--- src/include/mlp_macros.svh ---
`ifndef MLP_MACROS_SVH
`define MLP_MACROS_SVH

// Network shape
`define NUM_INPUTS 15
`define NUM_HIDDEN 4
`define NUM_OUTPUTS 3

// Activations and weights share one signed width
`define ACT_WIDTH 8

// Holds 15 full-scale products plus the bias with headroom
`define SUM_WIDTH 20

// A rectified sum is shifted right by this much, then clamped to 127
`define ACT_SHIFT 6

// Input register, sum register, activation register
`define PIPE_DEPTH 3

`define CLASS_WIDTH 2

`endif

--- src/hw/mlpPkg.sv ---
`default_nettype none

`include "mlp_macros.svh"

package mlpPkg;

	typedef logic signed [`ACT_WIDTH-1:0] activation_t;
	typedef logic signed [`SUM_WIDTH-1:0] sum_t;

	typedef activation_t [`NUM_INPUTS-1:0] featureVec_t;
	typedef activation_t [`NUM_HIDDEN-1:0] hiddenVec_t;
	typedef activation_t [`NUM_OUTPUTS-1:0] scoreVec_t;

	typedef logic [`CLASS_WIDTH-1:0] classIdx_t;

	// Each row is written from input 14 down to input 0, and the rows from the last one down
	parameter activation_t [`NUM_HIDDEN-1:0][`NUM_INPUTS-1:0] HIDDEN_WEIGHTS = '{
		'{ 8'sd10, -8'sd19,  8'sd40, -8'sd27, -8'sd8,   8'sd28, -8'sd17,  8'sd4,
		   8'sd35, -8'sd22,  8'sd19, -8'sd30,  8'sd8,  -8'sd15,  8'sd25},
		'{ 8'sd21, -8'sd6,  -8'sd12,  8'sd50, -8'sd25,  8'sd3,   8'sd18, -8'sd40,
		   8'sd27,  8'sd6,  -8'sd33,  8'sd14, -8'sd9,   8'sd41, -8'sd20},
		'{-8'sd14,  8'sd30,  8'sd8,  -8'sd11,  8'sd22, -8'sd36,  8'sd17,  8'sd9,
		  -8'sd28,  8'sd44,  8'sd5,  -8'sd19,  8'sd33, -8'sd7,   8'sd12},
		'{-8'sd3,   8'sd111, -8'sd49, 8'sd35,  8'sd0,   8'sd25, -8'sd45,  8'sd59,
		   8'sd16, -8'sd24,  8'sd83, -8'sd45,  8'sd40,  8'sd16, -8'sd38}
	};

	// Neuron 3 down to neuron 0
	parameter activation_t [`NUM_HIDDEN-1:0] HIDDEN_BIAS = '{
		-8'sd3,
		8'sd12,
		-8'sd5,
		8'sd7
	};

	// Class 2 row first; within a row, hidden neuron 3 first
	parameter activation_t [`NUM_OUTPUTS-1:0][`NUM_HIDDEN-1:0] OUTPUT_WEIGHTS = '{
		'{ 8'sd42, -8'sd30,  8'sd15,  8'sd10},
		'{ 8'sd27, -8'sd25,  8'sd38, -8'sd18},
		'{-8'sd12,  8'sd30, -8'sd20,  8'sd45}
	};

	parameter activation_t [`NUM_OUTPUTS-1:0] OUTPUT_BIAS = '{
		8'sd6,
		-8'sd2,
		8'sd4
	};

endpackage

`default_nettype wire

--- src/hw/mlpArgmax.sv ---
`timescale 1ns/1ps
`default_nettype none

`include "mlp_macros.svh"

module mlpArgmax
	import mlpPkg::*;
(
	input  logic clk,
	input  logic reset,
	input  logic scoreValid,
	input  scoreVec_t scoreAct,
	output logic outValid,
	output scoreVec_t scores,
	output classIdx_t classIdx
);

	classIdx_t bestIdx;
	activation_t bestScore;

	// Strict compare keeps the lowest index on a tie
	always_comb
	begin
		bestIdx = '0;
		bestScore = scoreAct[0];
		for (int i = 1; i < `NUM_OUTPUTS; i++)
		begin
			if (scoreAct[i] > bestScore)
			begin
				bestIdx = classIdx_t'(i);
				bestScore = scoreAct[i];
			end
		end
	end

	always_ff @(posedge clk)
	begin
		if (reset)
		begin
			outValid <= 1'b0;
			scores <= '0;
			classIdx <= '0;
		end
		else
		begin
			outValid <= scoreValid;
			scores <= scoreAct; // Scores travel with the index
			classIdx <= bestIdx;
		end
	end

	classInRange: assert property (@(posedge clk) disable iff (reset)
		outValid |-> (classIdx < `NUM_OUTPUTS));

endmodule

`default_nettype wire

--- src/hw/mlpLayer.sv ---
`timescale 1ns/1ps
`default_nettype none

`include "mlp_macros.svh"

module mlpLayer
	import mlpPkg::*;
#(
	parameter int NUM_IN = `NUM_INPUTS,
	parameter int NUM_OUT = `NUM_HIDDEN,
	parameter activation_t [NUM_OUT-1:0][NUM_IN-1:0] WEIGHTS = '0,
	parameter activation_t [NUM_OUT-1:0] BIAS = '0
)
(
	input  logic clk,
	input  logic reset,
	input  logic validIn,
	input  activation_t [NUM_IN-1:0] inputs,
	output logic validOut,
	output activation_t [NUM_OUT-1:0] acts
);

	logic [`PIPE_DEPTH-1:0] validPipe; // Bit 0 is the newest strobe

	genvar n;

	generate
		for (n = 0; n < NUM_OUT; n++)
		begin : neuronGen
			mlpNeuron #(
				.NUM_IN  (NUM_IN),
				.WEIGHTS (WEIGHTS[n]),
				.BIAS    (BIAS[n])
			) neuron (
				.clk    (clk),
				.reset  (reset),
				.inputs (inputs),
				.act    (acts[n])
			);
		end
	endgenerate

	// Same depth as the neuron pipeline
	always_ff @(posedge clk)
	begin
		if (reset)
			validPipe <= '0;
		else
			validPipe <= {validPipe[`PIPE_DEPTH-2:0], validIn};
	end

	assign validOut = validPipe[`PIPE_DEPTH-1];

	// Only checked once the whole delay line has been filled since reset
	validAligned: assert property (@(posedge clk)
		(!reset) [*(`PIPE_DEPTH + 1)] |-> (validOut == $past(validIn, `PIPE_DEPTH)));

endmodule

`default_nettype wire

--- src/hw/mlpNeuron.sv ---
`timescale 1ns/1ps
`default_nettype none

`include "mlp_macros.svh"

module mlpNeuron
	import mlpPkg::*;
#(
	parameter int NUM_IN = `NUM_INPUTS,
	parameter activation_t [NUM_IN-1:0] WEIGHTS = '0,
	parameter activation_t BIAS = '0
)
(
	input  logic clk,
	input  logic reset,
	input  activation_t [NUM_IN-1:0] inputs,
	output activation_t act
);

	localparam sum_t ACT_CLAMP = sum_t'((1 << (`ACT_WIDTH - 1)) - 1); // Largest positive activation

	activation_t [NUM_IN-1:0] inReg;
	sum_t macSum;
	sum_t sumReg;
	sum_t shiftedSum;
	activation_t actNext;

	// Stage 1
	always_ff @(posedge clk)
	begin
		if (reset)
			inReg <= '0;
		else
			inReg <= inputs;
	end

	// Products are widened before the multiply so the sum cannot wrap
	always_comb
	begin
		macSum = sum_t'(BIAS);
		for (int i = 0; i < NUM_IN; i++)
			macSum = macSum + sum_t'(inReg[i]) * sum_t'(WEIGHTS[i]);
	end

	// Stage 2
	always_ff @(posedge clk)
	begin
		if (reset)
			sumReg <= '0;
		else
			sumReg <= macSum;
	end

	assign shiftedSum = sumReg >>> `ACT_SHIFT;

	// Rectify on the real sign bit, then requantize back to activation width
	always_comb
	begin
		if (sumReg[`SUM_WIDTH-1])
			actNext = '0;
		else if (shiftedSum > ACT_CLAMP)
			actNext = activation_t'(ACT_CLAMP);
		else
			actNext = activation_t'(shiftedSum);
	end

	// Stage 3
	always_ff @(posedge clk)
	begin
		if (reset)
			act <= '0;
		else
			act <= actNext;
	end

	actNonNegative: assert property (@(posedge clk) disable iff (reset)
		!act[`ACT_WIDTH-1]);

endmodule

`default_nettype wire

--- src/hw/mlpTop.sv ---
`timescale 1ns/1ps
`default_nettype none

`include "mlp_macros.svh"

module mlpTop
	import mlpPkg::*;
(
	input  logic clk,
	input  logic reset,
	input  logic inValid,
	input  featureVec_t features,
	output logic outValid,
	output scoreVec_t scores,
	output classIdx_t classIdx
);

	hiddenVec_t hiddenAct;
	logic hiddenValid;
	scoreVec_t scoreAct;
	logic scoreValid;

	// Features to hidden activations, 3 cycles
	mlpLayer #(
		.NUM_IN  (`NUM_INPUTS),
		.NUM_OUT (`NUM_HIDDEN),
		.WEIGHTS (HIDDEN_WEIGHTS),
		.BIAS    (HIDDEN_BIAS)
	) hiddenLayer (
		.clk      (clk),
		.reset    (reset),
		.validIn  (inValid),
		.inputs   (features),
		.validOut (hiddenValid),
		.acts     (hiddenAct)
	);

	// Hidden activations to class scores, 3 more cycles
	mlpLayer #(
		.NUM_IN  (`NUM_HIDDEN),
		.NUM_OUT (`NUM_OUTPUTS),
		.WEIGHTS (OUTPUT_WEIGHTS),
		.BIAS    (OUTPUT_BIAS)
	) outputLayer (
		.clk      (clk),
		.reset    (reset),
		.validIn  (hiddenValid),
		.inputs   (hiddenAct),
		.validOut (scoreValid),
		.acts     (scoreAct)
	);

	mlpArgmax argmax (
		.clk        (clk),
		.reset      (reset),
		.scoreValid (scoreValid),
		.scoreAct   (scoreAct),
		.outValid   (outValid),
		.scores     (scores),
		.classIdx   (classIdx)
	);

endmodule

`default_nettype wire

--- config.mk ---
export PLATFORM = sky130hd
export DESIGN_NAME = mlpTop
export DESIGN_NICKNAME = d
export VERILOG_FILES = /design/src/hw/mlpPkg.sv /design/src/hw/mlpArgmax.sv /design/src/hw/mlpLayer.sv /design/src/hw/mlpNeuron.sv /design/src/hw/mlpTop.sv
export VERILOG_INCLUDE_DIRS = /design/src /design/src/include
export SDC_FILE = /design/constraint.sdc
export NUM_CORES = 2
export LEC_CHECK = 0
export ABC_AREA = 1
export ABC_CLOCK_PERIOD_IN_PS = 9600
export BUFFER_PORTS_ARGS = -buffer_cell sky130_fd_sc_hd__clkbuf_2
export CAP_MARGIN = 25
export CORE_ASPECT_RATIO = 0.6
export CORE_MARGIN = 2
export CORE_UTILIZATION = 26
export CTS_CLUSTER_SIZE = 16
export DETAILED_ROUTE_END_ITERATION = 8
export SLEW_MARGIN = 20
export SYNTH_ARGS = -nofsm -noshare
export SYNTH_HDL_FRONTEND = slang
export SYNTH_SLANG_ARGS = --single-unit
--- constraint.sdc ---
create_clock -name clk -period 9.6 [get_ports clk]
set_input_delay 1.92 -clock clk [delete_from_list [all_inputs] [get_ports clk]]
set_output_delay 1.92 -clock clk [all_outputs]
set_load 0.03 [all_outputs]
==> flow_metrics.env <==
export IMPL_outcome="complete, but fails checks"
export IMPL_violations="negative setup slack"
export IMPL_crit_path_frequent_cell="fa_1"
export IMPL_postRouteAntennaNets=0
export IMPL_synth_mux_area_share_pct=0
export IMPL_grt_pass1_wl_um=484000
export IMPL_yosysTopAreaCell="fa_1"
export IMPL_track_usage_pct=22.0
export IMPL_io_pins=150
export IMPL_synth_compound_area_share_pct=4.50
export IMPL_place_area_mm2=0.0922
export IMPL_start_util_pct=26.1
export IMPL_die_x_um=728
export IMPL_htree_levels=2
export IMPL_seq_area_frac_synth_pct=8.15
export IMPL_finalHoldViolations=0
export IMPL_clk_path_buf_depth=3
export IMPL_final_max_slew_violation_count=0
export IMPL_tns_ps=-2010
export IMPL_antenna_found_initial=35
export IMPL_synth_xor_area_share_pct=3.54
export IMPL_synth_top_family_by_area="adder cells"
export IMPL_cp_required_ps=10180
export IMPL_grt_ovfl_total=0
export IMPL_place_ws_ps=-499
export IMPL_synth_top_area_share_pct=40.8
export IMPL_cts_buffers=47
export IMPL_row_count=159
export IMPL_yosysWarnings=0
export IMPL_place_gp_congestion=1.08
export IMPL_dp_hpwl_um=316000
export IMPL_wl_per_cell_um=25.2
export IMPL_nNetsFinal=12861
export IMPL_rsz0062_at_grt="yes"
export IMPL_cts_root_buf="clkbuf_16"
export IMPL_finalCritPeriodShare_pct=103
export IMPL_synthFlopType="dfxtp_1"
export IMPL_netlist_area_mm2=0.0818
export IMPL_synth_most_common_cell="inv_1"
export IMPL_cts_hold_buf=0
export IMPL_via_count=60552
export IMPL_grt_max_degree=57
export IMPL_met1_usage_pct=33.1
export IMPL_syn2layout_area_growth_pct=16.6
export IMPL_clk_latency_ps=740
export IMPL_syn_avg_cell_area_um2=9.24
export IMPL_endpoint_kind="flop"
export IMPL_drtPass1Iterations=6
export IMPL_cp_slowest_cell="fa_1"
export IMPL_synthTopCellsByArea="fa_1, ha_1, inv_1"
export IMPL_design_area_mm2=0.0953
export IMPL_netlist_instances=8845
export IMPL_die_area_mm2=0.319
export IMPL_r2r_slack_ps=-270
export IMPL_min_path_type="reg2reg"
export IMPL_viasPerCell=4.37
export IMPL_synth_edf_count=0
export IMPL_worst_path_max_fanout=4
export IMPL_cts_sinks=333
export IMPL_crit_path_start_kind="flop"
export IMPL_cts_tree="built"
export IMPL_min_period_ps=9870
export IMPL_grt_use_met3_pct=15.5
export IMPL_drive_gt1_share_pct=11.7
export IMPL_fillCellCount=33035
export IMPL_fin_skew_ps=81.8
export IMPL_max_stage_delay_ps=570
export IMPL_synth_simple_gate_area_share_pct=6.27
export IMPL_drc_errors=0
export IMPL_fmax_mhz=101
export IMPL_synth_common_cells="inv_1, fa_1, ha_1, nand2_1, nor2_1"
export IMPL_path_clk_slew_ps=70
export IMPL_grtUsageMet2_pct=24.5
export IMPL_cap_violations=0
export IMPL_slew_headroom_pct=22.1
export IMPL_coreArea_mm2=0.313
export IMPL_io_buffers=149
export IMPL_tightest_slew_ps=1170
export IMPL_first_iter_violations=6315
export IMPL_critical_path_class="reg2reg"
export IMPL_setup_ws_ps=-267
export IMPL_grt_pass1_vias=62300
export IMPL_yosys_register_bits=333
export IMPL_async_flop_share_pct=0
export IMPL_worstPathArrival_ps=10450
export IMPL_finalSetupViolCount=10
export IMPL_yosysUniqueCellTypes=51
export IMPL_synthAdderAreaFrac_pct=63.1
export IMPL_grt_busiest_layer="met1"
export IMPL_drt_total_wl_um=348000
export IMPL_die_y_um=438
==> metrics by stage <==
| step | hold WS (ps) | cells | utilization, % |
|---|---|---|---|
| detailed placement | 393 | 13723 | 29.5 |
| global placement | 389 | 13723 | 29.5 |
| floorplan | 388 | 8852 | - |
| finish | 371 | 13845 | 30.5 |
| global route | 379 | 13841 | 30.5 |
| CTS | 374 | 13822 | 30.2 |
==> final timing paths <==
kind | from | endpoint | cells after the start
setup / recovery | hiddenLayer.neuronGen[1].neuron.inReg[4] | hiddenLayer.neuronGen[0].neuron.sumReg[19] | 44
hold / removal | hiddenLayer.neuronGen[1].neuron.act[7] | outputLayer.neuronGen[0].neuron.inReg[15] | 2
setup reg to reg | hiddenLayer.neuronGen[1].neuron.inReg[4] | hiddenLayer.neuronGen[0].neuron.sumReg[19] | 44
hold reg to reg | hiddenLayer.neuronGen[1].neuron.act[7] | outputLayer.neuronGen[0].neuron.inReg[15] | 2
==> cell type report <==
| type | count | area [µm²] | area share, % |
|---|---|---|---|
| multi-input cells | 5387 | 64400 | 67.5 |
| inverters | 3085 | 11600 | 12.2 |
| flip-flops and latches | 333 | 6720 | 7.05 |
| well taps | 4186 | 5240 | 5.49 |
| clock inverters | 34 | 417 | 0.437 |
| repair buffers | 761 | 5670 | 5.95 |
| diodes | 6 | 15.0 | 0.0158 |
| clock buffers | 53 | 1270 | 1.33 |
==> critical path, delay by kind of cell (launching register included) <==
family / cells / cell delay (ps)
fa+ha+maj: 17 / 6880
buf+inv: 11 / 810
xor+xnor: 1 / 170
simple gates: 8 / 550
compound gates: 7 / 900
flops: 1 / 370
==> sequential cells by signal, indices dropped and copies added (netlist names) <==
register / flops
argmax.classIdx: 2
argmax.outValid: 1
argmax.scores: 24
hiddenLayer.neuronGen.neuron.act: 32
hiddenLayer.neuronGen.neuron.inReg: 120
hiddenLayer.neuronGen.neuron.sumReg: 56
hiddenLayer.validPipe: 3
outputLayer.neuronGen.neuron.act: 24
outputLayer.neuronGen.neuron.inReg: 32
outputLayer.neuronGen.neuron.sumReg: 36
outputLayer.validPipe: 3
==> per-layer routing <==
layer,routed length (µm),vias to the layer above
met3,66900,225
met1,167000,30332
met2,109000,2663
li1,-,27316
met5,327,-
met4,5040,16
==> cell usage in the layout, fill, tap and decap left out, drive strengths merged, types with 8 or more instances in the layout <==
master and instances:
o21bai 19, a211oi 11, a21oi 365, nor3 23, dfxtp 333, o21a 14, nor2 403, conb 8
xor2 188, o21ai 183, a31oi 8, clkinvlp 11, a21o 38, nand3 138, ha 1456, inv 3093
clkbuf 201, nand2 644, or2 27, fa 1667, buf 613, xnor2 142, nand4 12, clkinv 10
==> cell families after synthesis <==
group / count (synthesis)
flops: 333
compound gates: 664
fa+ha+maj: 3123
simple gates: 1262
other cells: 1
xor+xnor: 330
buf+inv: 3132
==> timing repair <==
action,CTS,global route
hold endpoints to repair,0,0
gates resized for setup,122,177
pin swaps,102,92
buffers inserted,15,16
setup endpoints to repair,11,39
Power is left out: the tool's default activity adds up to more than one toggle a clock period on the data nets, which glitch-free logic cannot reach.
